<file path="config.mk">
export PLATFORM = sky130hd
export DESIGN_NAME = serial_rv_core
export DESIGN_NICKNAME = d
export VERILOG_FILES = /design/src/serial_rv_pkg.sv /design/src/instr_decode.sv /design/src/instr_fetch.sv /design/src/rf_sequencer.sv /design/src/serial_alu.sv /design/src/serial_rv_core.sv
export SDC_FILE = /design/constraint.sdc
export NUM_CORES = 1
export LEC_CHECK = 0
export ABC_CLOCK_PERIOD_IN_PS = 6800
export BUFFER_PORTS_ARGS = -buffer_cell sky130_fd_sc_hd__buf_4
export CAP_MARGIN = 40
export CORE_MARGIN = 4
export CORE_UTILIZATION = 59
export CTS_BUF_LIST = sky130_fd_sc_hd__clkbuf_16
export CTS_CLUSTER_DIAMETER = 120
export CTS_CLUSTER_SIZE = 24
export DETAILED_ROUTE_END_ITERATION = 8
export PLACE_DENSITY = 0.85
export SLEW_MARGIN = 15
export SYNTH_ARGS = -nofsm -noshare
export SYNTH_HDL_FRONTEND = slang
export SYNTH_SLANG_ARGS = --single-unit
</file>
<file path="constraint.sdc">
create_clock -name clk -period 6.8 [get_ports clk]
set_input_delay 0.34 -clock clk [delete_from_list [all_inputs] [get_ports clk]]
set_output_delay 0.34 -clock clk [all_outputs]
set_load 0.02 [all_outputs]
</file>
<file path="src/serial_rv_pkg.sv">
package serial_rv_pkg;

   localparam int xlen = 32;

   typedef logic [xlen-1:0] word_t;
   typedef logic [4:0]      reg_addr_t;

   // Kept major opcodes
   localparam logic [6:0] opcode_op     = 7'b0110011;
   localparam logic [6:0] opcode_op_imm = 7'b0010011;

   // funct3 values shared by the register and immediate forms
   localparam logic [2:0] funct3_add = 3'b000;
   localparam logic [2:0] funct3_xor = 3'b100;
   localparam logic [2:0] funct3_or  = 3'b110;
   localparam logic [2:0] funct3_and = 3'b111;

   // funct7 for OP, SUB sets bit 30
   localparam logic [6:0] funct7_base = 7'b0000000;
   localparam logic [6:0] funct7_sub  = 7'b0100000;

   typedef enum logic [2:0] {
      alu_none,
      alu_add,
      alu_sub,
      alu_and,
      alu_or,
      alu_xor
   } alu_op_t;

   typedef struct packed {
      alu_op_t   op;
      logic      use_imm;
      reg_addr_t rd;
      reg_addr_t rs1;
      reg_addr_t rs2;
      // Sign-extended I-type immediate
      word_t     imm;
   } decoded_instr_t;

   typedef struct packed {
      reg_addr_t rreg0;
      reg_addr_t rreg1;
   } rf_read_t;

   typedef struct packed {
      logic      wen;
      reg_addr_t wreg;
   } rf_write_t;

endpackage
</file>
<file path="src/instr_decode.sv">
module instr_decode
   import serial_rv_pkg::*;
(
   input  logic           clk,
   input  logic           i_reset,
   input  logic           i_fetched,
   input  word_t          i_instr,

   output logic           o_decoded,
   output decoded_instr_t o_dec
);

   logic [6:0] opcode;
   logic [2:0] funct3;
   logic [6:0] funct7;
   alu_op_t    op;
   logic       use_imm;
   word_t      imm;

   assign opcode = i_instr[6:0];
   assign funct3 = i_instr[14:12];
   assign funct7 = i_instr[31:25];

   assign use_imm = (opcode == opcode_op_imm);
   assign imm     = {{20{i_instr[31]}}, i_instr[31:20]};

   // Operation select, anything outside the kept set retires as a no-op
   always_comb begin
      op = alu_none;
      if (opcode == opcode_op) begin
         if (funct7 == funct7_base) begin
            case (funct3)
               funct3_add: op = alu_add;
               funct3_xor: op = alu_xor;
               funct3_or:  op = alu_or;
               funct3_and: op = alu_and;
               default:    op = alu_none;
            endcase
         end else if (funct7 == funct7_sub && funct3 == funct3_add) begin
            op = alu_sub;
         end
      end else if (opcode == opcode_op_imm) begin
         case (funct3)
            funct3_add: op = alu_add;
            funct3_xor: op = alu_xor;
            funct3_or:  op = alu_or;
            funct3_and: op = alu_and;
            default:    op = alu_none;
         endcase
      end
   end

   always_ff @(posedge clk) begin
      if (i_reset) begin
         o_decoded <= 1'b0;
      end else begin
         o_decoded <= i_fetched;
      end
   end

   // Decoded fields, held until the next fetch
   always_ff @(posedge clk) begin
      if (i_fetched) begin
         o_dec.op      <= op;
         o_dec.use_imm <= use_imm;
         o_dec.rd      <= i_instr[11:7];
         o_dec.rs1     <= i_instr[19:15];
         o_dec.rs2     <= i_instr[24:20];
         o_dec.imm     <= imm;
      end
   end

endmodule

</file>
<file path="src/instr_fetch.sv">
module instr_fetch
   import serial_rv_pkg::*;
#(
   parameter word_t RESET_PC = 32'h0
) (
   input  logic  clk,
   input  logic  i_reset,
   input  logic  i_done,

   output word_t o_ibus_adr,
   output logic  o_ibus_cyc,
   input  word_t i_ibus_rdt,
   input  logic  i_ibus_ack,

   output logic  o_fetched,
   output word_t o_instr
);

   logic ack;

   assign ack = o_ibus_cyc & i_ibus_ack;

   // PC and bus cycle level
   always_ff @(posedge clk) begin
      if (i_reset) begin
         o_ibus_adr <= RESET_PC;
         o_ibus_cyc <= 1'b1;
      end else begin
         if (ack) begin
            o_ibus_cyc <= 1'b0;
         end
         // Next sequential instruction once the current one retires
         if (i_done) begin
            o_ibus_adr <= o_ibus_adr + 32'd4;
            o_ibus_cyc <= 1'b1;
         end
      end
   end

   // Word is valid only in the ack cycle, decode registers it
   assign o_fetched = ack;
   assign o_instr   = i_ibus_rdt;

endmodule

</file>
<file path="src/rf_sequencer.sv">
module rf_sequencer
   import serial_rv_pkg::*;
#(
   parameter int W = 1
) (
   input  logic           clk,
   input  logic           i_reset,
   input  logic           i_decoded,
   input  decoded_instr_t i_dec,
   input  logic           i_rf_ready,

   output logic           o_rf_rreq,
   output rf_read_t       o_rf_read,
   output rf_write_t      o_rf_write,
   output logic           o_cnt_en,
   output logic           o_cnt0,
   output logic           o_done
);

   localparam int N_CHUNKS = xlen / W;
   localparam int CNT_W    = $clog2(N_CHUNKS);
   localparam logic [CNT_W-1:0] CNT_LAST = CNT_W'(N_CHUNKS - 1);

   logic             waiting;
   logic             ready_ok;
   logic [CNT_W-1:0] cnt;

   // Ready may only be taken once a request is outstanding
   assign ready_ok = (waiting | o_rf_rreq) & i_rf_ready;

   always_ff @(posedge clk) begin
      if (i_reset) begin
         o_rf_rreq <= 1'b0;
         waiting   <= 1'b0;
         o_cnt_en  <= 1'b0;
         cnt       <= '0;
      end else begin
         o_rf_rreq <= i_decoded;

         if (o_rf_rreq) begin
            waiting <= 1'b1;
         end
         if (ready_ok) begin
            waiting  <= 1'b0;
            o_cnt_en <= 1'b1;
         end

         // Chunk counter wraps to zero on the last chunk
         if (o_cnt_en) begin
            cnt <= cnt + 1'b1;
            if (cnt == CNT_LAST) begin
               cnt      <= '0;
               o_cnt_en <= 1'b0;
            end
         end
      end
   end

   assign o_cnt0 = o_cnt_en & (cnt == '0);
   assign o_done = o_cnt_en & (cnt == CNT_LAST);

   // Register indices come straight from the held decode
   assign o_rf_read.rreg0 = i_dec.rs1;
   assign o_rf_read.rreg1 = i_dec.rs2;

   // No write for no-ops or x0
   assign o_rf_write.wen  = o_cnt_en & (i_dec.op != alu_none) & (i_dec.rd != 5'd0);
   assign o_rf_write.wreg = i_dec.rd;

endmodule

</file>
<file path="src/serial_alu.sv">
module serial_alu
   import serial_rv_pkg::*;
#(
   parameter int W = 1
) (
   input  logic           clk,
   input  logic           i_reset,
   input  decoded_instr_t i_dec,
   input  logic           i_cnt_en,
   input  logic           i_cnt0,
   input  logic [W-1:0]   i_rdata0,
   input  logic [W-1:0]   i_rdata1,

   output logic [W-1:0]   o_wdata
);

   word_t        imm_sr;
   logic [W-1:0] imm_chunk;
   logic [W-1:0] op_b;
   logic [W-1:0] op_b_add;
   logic         is_sub;
   logic         carry;
   logic         carry_in;
   logic [W:0]   sum;

   // Chunk 0 comes straight from decode, later chunks from the shifter
   assign imm_chunk = i_cnt0 ? i_dec.imm[W-1:0] : imm_sr[W-1:0];

   always_ff @(posedge clk) begin
      if (i_cnt_en) begin
         if (i_cnt0) begin
            imm_sr <= i_dec.imm >> W;
         end else begin
            imm_sr <= imm_sr >> W;
         end
      end
   end

   assign op_b = i_dec.use_imm ? imm_chunk : i_rdata1;

   // Subtract as rs1 + ~b + 1
   assign is_sub   = (i_dec.op == alu_sub);
   assign op_b_add = is_sub ? ~op_b : op_b;
   assign carry_in = i_cnt0 ? is_sub : carry;
   assign sum      = {1'b0, i_rdata0} + {1'b0, op_b_add} + {{W{1'b0}}, carry_in};

   always_ff @(posedge clk) begin
      if (i_reset) begin
         carry <= 1'b0;
      end else if (i_cnt_en) begin
         carry <= sum[W];
      end
   end

   always_comb begin
      case (i_dec.op)
         alu_add,
         alu_sub: o_wdata = sum[W-1:0];
         alu_and: o_wdata = i_rdata0 & op_b;
         alu_or:  o_wdata = i_rdata0 | op_b;
         alu_xor: o_wdata = i_rdata0 ^ op_b;
         default: o_wdata = '0;
      endcase
   end

endmodule

</file>
<file path="src/serial_rv_core.sv">
module serial_rv_core
   import serial_rv_pkg::*;
#(
   parameter int    W        = 1,
   parameter word_t RESET_PC = 32'h0
) (
   input  logic         clk,
   input  logic         i_reset,

   // Instruction bus
   output word_t        o_ibus_adr,
   output logic         o_ibus_cyc,
   input  word_t        i_ibus_rdt,
   input  logic         i_ibus_ack,

   // Register file
   output logic         o_rf_rreq,
   input  logic         i_rf_ready,
   output rf_read_t     o_rf_read,
   output rf_write_t    o_rf_write,
   output logic [W-1:0] o_wdata,
   input  logic [W-1:0] i_rdata0,
   input  logic [W-1:0] i_rdata1
);

   logic           fetched;
   word_t          instr;
   logic           decoded;
   decoded_instr_t dec;
   logic           cnt_en;
   logic           cnt0;
   logic           done;

   instr_fetch #(
      .RESET_PC (RESET_PC)
   ) u_fetch (
      .clk        (clk),
      .i_reset    (i_reset),
      .i_done     (done),
      .o_ibus_adr (o_ibus_adr),
      .o_ibus_cyc (o_ibus_cyc),
      .i_ibus_rdt (i_ibus_rdt),
      .i_ibus_ack (i_ibus_ack),
      .o_fetched  (fetched),
      .o_instr    (instr)
   );

   instr_decode u_decode (
      .clk       (clk),
      .i_reset   (i_reset),
      .i_fetched (fetched),
      .i_instr   (instr),
      .o_decoded (decoded),
      .o_dec     (dec)
   );

   rf_sequencer #(
      .W (W)
   ) u_seq (
      .clk        (clk),
      .i_reset    (i_reset),
      .i_decoded  (decoded),
      .i_dec      (dec),
      .i_rf_ready (i_rf_ready),
      .o_rf_rreq  (o_rf_rreq),
      .o_rf_read  (o_rf_read),
      .o_rf_write (o_rf_write),
      .o_cnt_en   (cnt_en),
      .o_cnt0     (cnt0),
      .o_done     (done)
   );

   serial_alu #(
      .W (W)
   ) u_alu (
      .clk      (clk),
      .i_reset  (i_reset),
      .i_dec    (dec),
      .i_cnt_en (cnt_en),
      .i_cnt0   (cnt0),
      .i_rdata0 (i_rdata0),
      .i_rdata1 (i_rdata1),
      .o_wdata  (o_wdata)
   );

endmodule

</file>
==> results.toml <==
[place]
pre_cts_slack_ps = 4010
dp_cells = 525
port_buffers = 86
place.gp.congestion = 0.817
place_hpwl_mm = 6.05
dpl_cell_area_mm2 = 0.00489

[sta]
min_period_ps = 3170
setup_viol = 0
fin_skew_ps = 6.13
max_slew_margin_pct = 65.1
fin_crit_sh_pct = 46.6
rsz0062_at_grt = "false"
slew_viol_final = 0
worst_pin_slew_ps = 516
hold_violations = 0
worst_slack_ps = 3630
fmaxAchievable_mhz = 316
final.setup.tns_ps = 0

[logic_synthesis]
synth_area_mm2 = 0.00430
syn_area_per_cell_um2 = 11.5
synthCells = 373
ys_seq_area_share_pct = 58.9
synth_top_area_cell = "edfxtp_1"
synth_cell_types = 50
synth.top_cell.area_share_pct = 39.8
yosys_warnings = 0
synth_area_leaders = "edfxtp_1 40%, dfxtp_1 19%, a21o_1 3.7%, mux2_1 3.1%, buf_4 3.0%"
ys_ff_latch = 98

[clock_tree]
post_cts_buffers = 0
postCtsHoldBufs = 0
clock_latency_ps = 340
cts_root_buf = "clkbuf_16"
cts.path.max_buffers = 2
htree_levels = 3
clock-sinks = 98
numCtsBuffers = 9
cts_tree = "built"
ctsResizeCount = 0
path_clk_slew_ps = 60

[die]
num_rows = 30
die_area_mm2 = 0.00872
design.core.area_mm2 = 0.00694
start_util_pct = 62.0
die_x_um = 93.4
ioPinCount = 89
die_y_um = 93.4

[drt]
wl_mm = 8.98
antenna_left = 0
drtPass1Iterations = 4
vias = 3079
wl_per_cell_um = 16.6
dr.first_iter.drc_count = 158
via_per_inst = 5.69
drc = 0

[cells_and_area]
stdcell_count = 541
diodes = 0
area_delta_synth_final_pct = 20.5
design_area_mm2 = 0.00519
drive_gt1_share_pct = 26.1
nFillCells = 471
multi_input_area_mm2 = 0.00151
final_nets = 484
regArea_mm2 = 0.00253

[hold_path]
min_delay_path_depth = 2
hold_class = "input pin to register"

[global_route]
grt_pass1_vias = 3035
grt_pass1_wl_mm = 14.8
grt_overflow = 0
grt_max_degree = 46
grt.total_usage_pct = 21.7
antenna_found_initial = 0

[pwr]
power_density_mw_per_mm2 = 236
vdd_drop_max_v = 0.000130
leakagePower_nw = 1.98

[setup_path]
cp-start-kind = "register"
r2r-end = "u_fetch.o_ibus_adr[25]"
timing.rr.start = "u_seq.cnt[1]"
path_max_fanout = 3
crit_type = "register to output pin"
r2r_slack_ps = 3970
critPathRequiredTime_ps = 6460
startpoint = "u_seq.cnt[0]"
worstPathArrival_ps = 2830
end_kind = "output pin"
endpoint = "o_wdata"
reg2reg_depth = 7

[outcome]
status = "finished clean"

[job]
drv_cap = 0
==> power by group <==
group	total, mW	switching [mW]	internal (mW)
logic	0.0782	0.0422	0.0360
clock network	0.494	0.210	0.284
registers	0.651	0.00647	0.644
total	1.22	0.259	0.964
==> flip-flops by register name (all words and copies together) (netlist names) <==
| name | cells |
|---|---|
| u_decode.o_decoded | 1 |
| u_seq.o_cnt_en | 1 |
| u_seq.o_rf_rreq | 1 |
| u_alu.imm_sr | 31 |
| u_fetch.o_ibus_adr | 30 |
| u_decode.o_dec | 26 |
| u_fetch.o_ibus_cyc | 1 |
| u_alu.carry | 1 |
| u_seq.waiting | 1 |
| u_seq.cnt | 5 |
==> routing by layer <==
| metal | track usage (%) | up-vias | wire [µm] |
|---|---|---|---|
| li1 | - | 1500 | - |
| met1 | 26.7 | 1466 | 3710 |
| met2 | 37.0 | 95 | 4620 |
| met3 | 3.70 | 18 | 466 |
| met4 | 10.1 | 0 | 189 |
| met5 | 0 | - | 0 |
==> how the worst min path moves through the flow <==
stage	from	end	slack [ps]
2_1_floorplan	u_decode.o_decoded	u_seq.o_rf_rreq	410
4_1_cts	i_rf_ready	u_seq.waiting	170
5_1_grt	i_rf_ready	u_seq.waiting	160
3_5_place_dp	u_decode.o_decoded	u_seq.o_rf_rreq	430
6_report	i_rf_ready	u_seq.waiting	170
3_3_place_gp	u_decode.o_decoded	u_seq.o_rf_rreq	420
==> worst max-delay path, stage by stage (launching register included) <==
cell     delay, ps
dfxtp_1        350
inv_1           70
ha_1           230
a41o_1         230
o22ai_1        260
xnor2_1        130
fa_1           520
a21oi_1         70
a31oi_1        180
o21ai_0        120
a31oi_1        170
buf_4          170
==> stage by stage <==
stage	hold WS [ps]	power (mW)	util [%]
after floorplan	414	0.710	-
after detailed placement	431	0.742	70.5
after global routing	164	1.27	74.7
after global placement	419	0.738	70.5
after CTS	165	1.23	74.7
final	170	1.22	74.7
==> cells in the mapped netlist, drive strengths merged <==
master  instances
a31o            1
ha              5
o22ai           1
mux2i           4
nand3b          1
nand2          17
buf            22
nand4           6
a41o            1
a31oi           3
nor3            8
and3            2
edfxtp         57
and2            1
xnor2           8
and4            4
nor3b           3
a21o           21
nor2b           5
o32ai           1
nand2b          1
nor4b           2
mux2           14
o21ai          11
nand3          14
inv            13
a21oi          25
or2             1
nor2           25
or4            11
conb            1
nor4            5
dfxtp          41
or3             7
xor2            2
o31ai          11
clkbuf         13
a22oi           1
fa              1
or3b            2
or4b            1
==> kinds of logic after synthesis <==
logic type | Yosys count | synth area share, %
buffers and inverters | 48 | 6.05
other | 1 | 0.0872
DFF | 98 | 58.9
AOI/OAI and AO/OA | 76 | 11.2
adders and majority gates | 6 | 1.92
and+or+nand+nor | 116 | 15.3
muxes | 18 | 4.59
xor gates and xnor gates | 10 | 2.04
==> cell usage in the layout, fill, tap and decap left out, types with 5 or more instances in the layout <==
master     instances
xnor2_1            8
buf_4             90
or3_1              6
edfxtp_1          57
nor2_1            25
nor2b_1            5
o31ai_1           11
dfxtp_1           40
clkbuf_16          9
nor3_1             8
nand2_1           17
inv_1             13
or4_1             11
nand3_1           13
a21oi_1           25
ha_1               5
mux2_1            12
o21ai_0            7
nand4_1            5
a21o_1            21
==> cell type report <==
type	count	share of cell area, %
clock buffers	9	4.34
clock inverters	7	1.33
inverters	13	0.941
multi-input cells	228	29.2
flip-flops and latches	98	48.9
well taps	96	2.32
repair buffers	90	13.0
No activity file was read; power rests on OpenSTA's default activity.
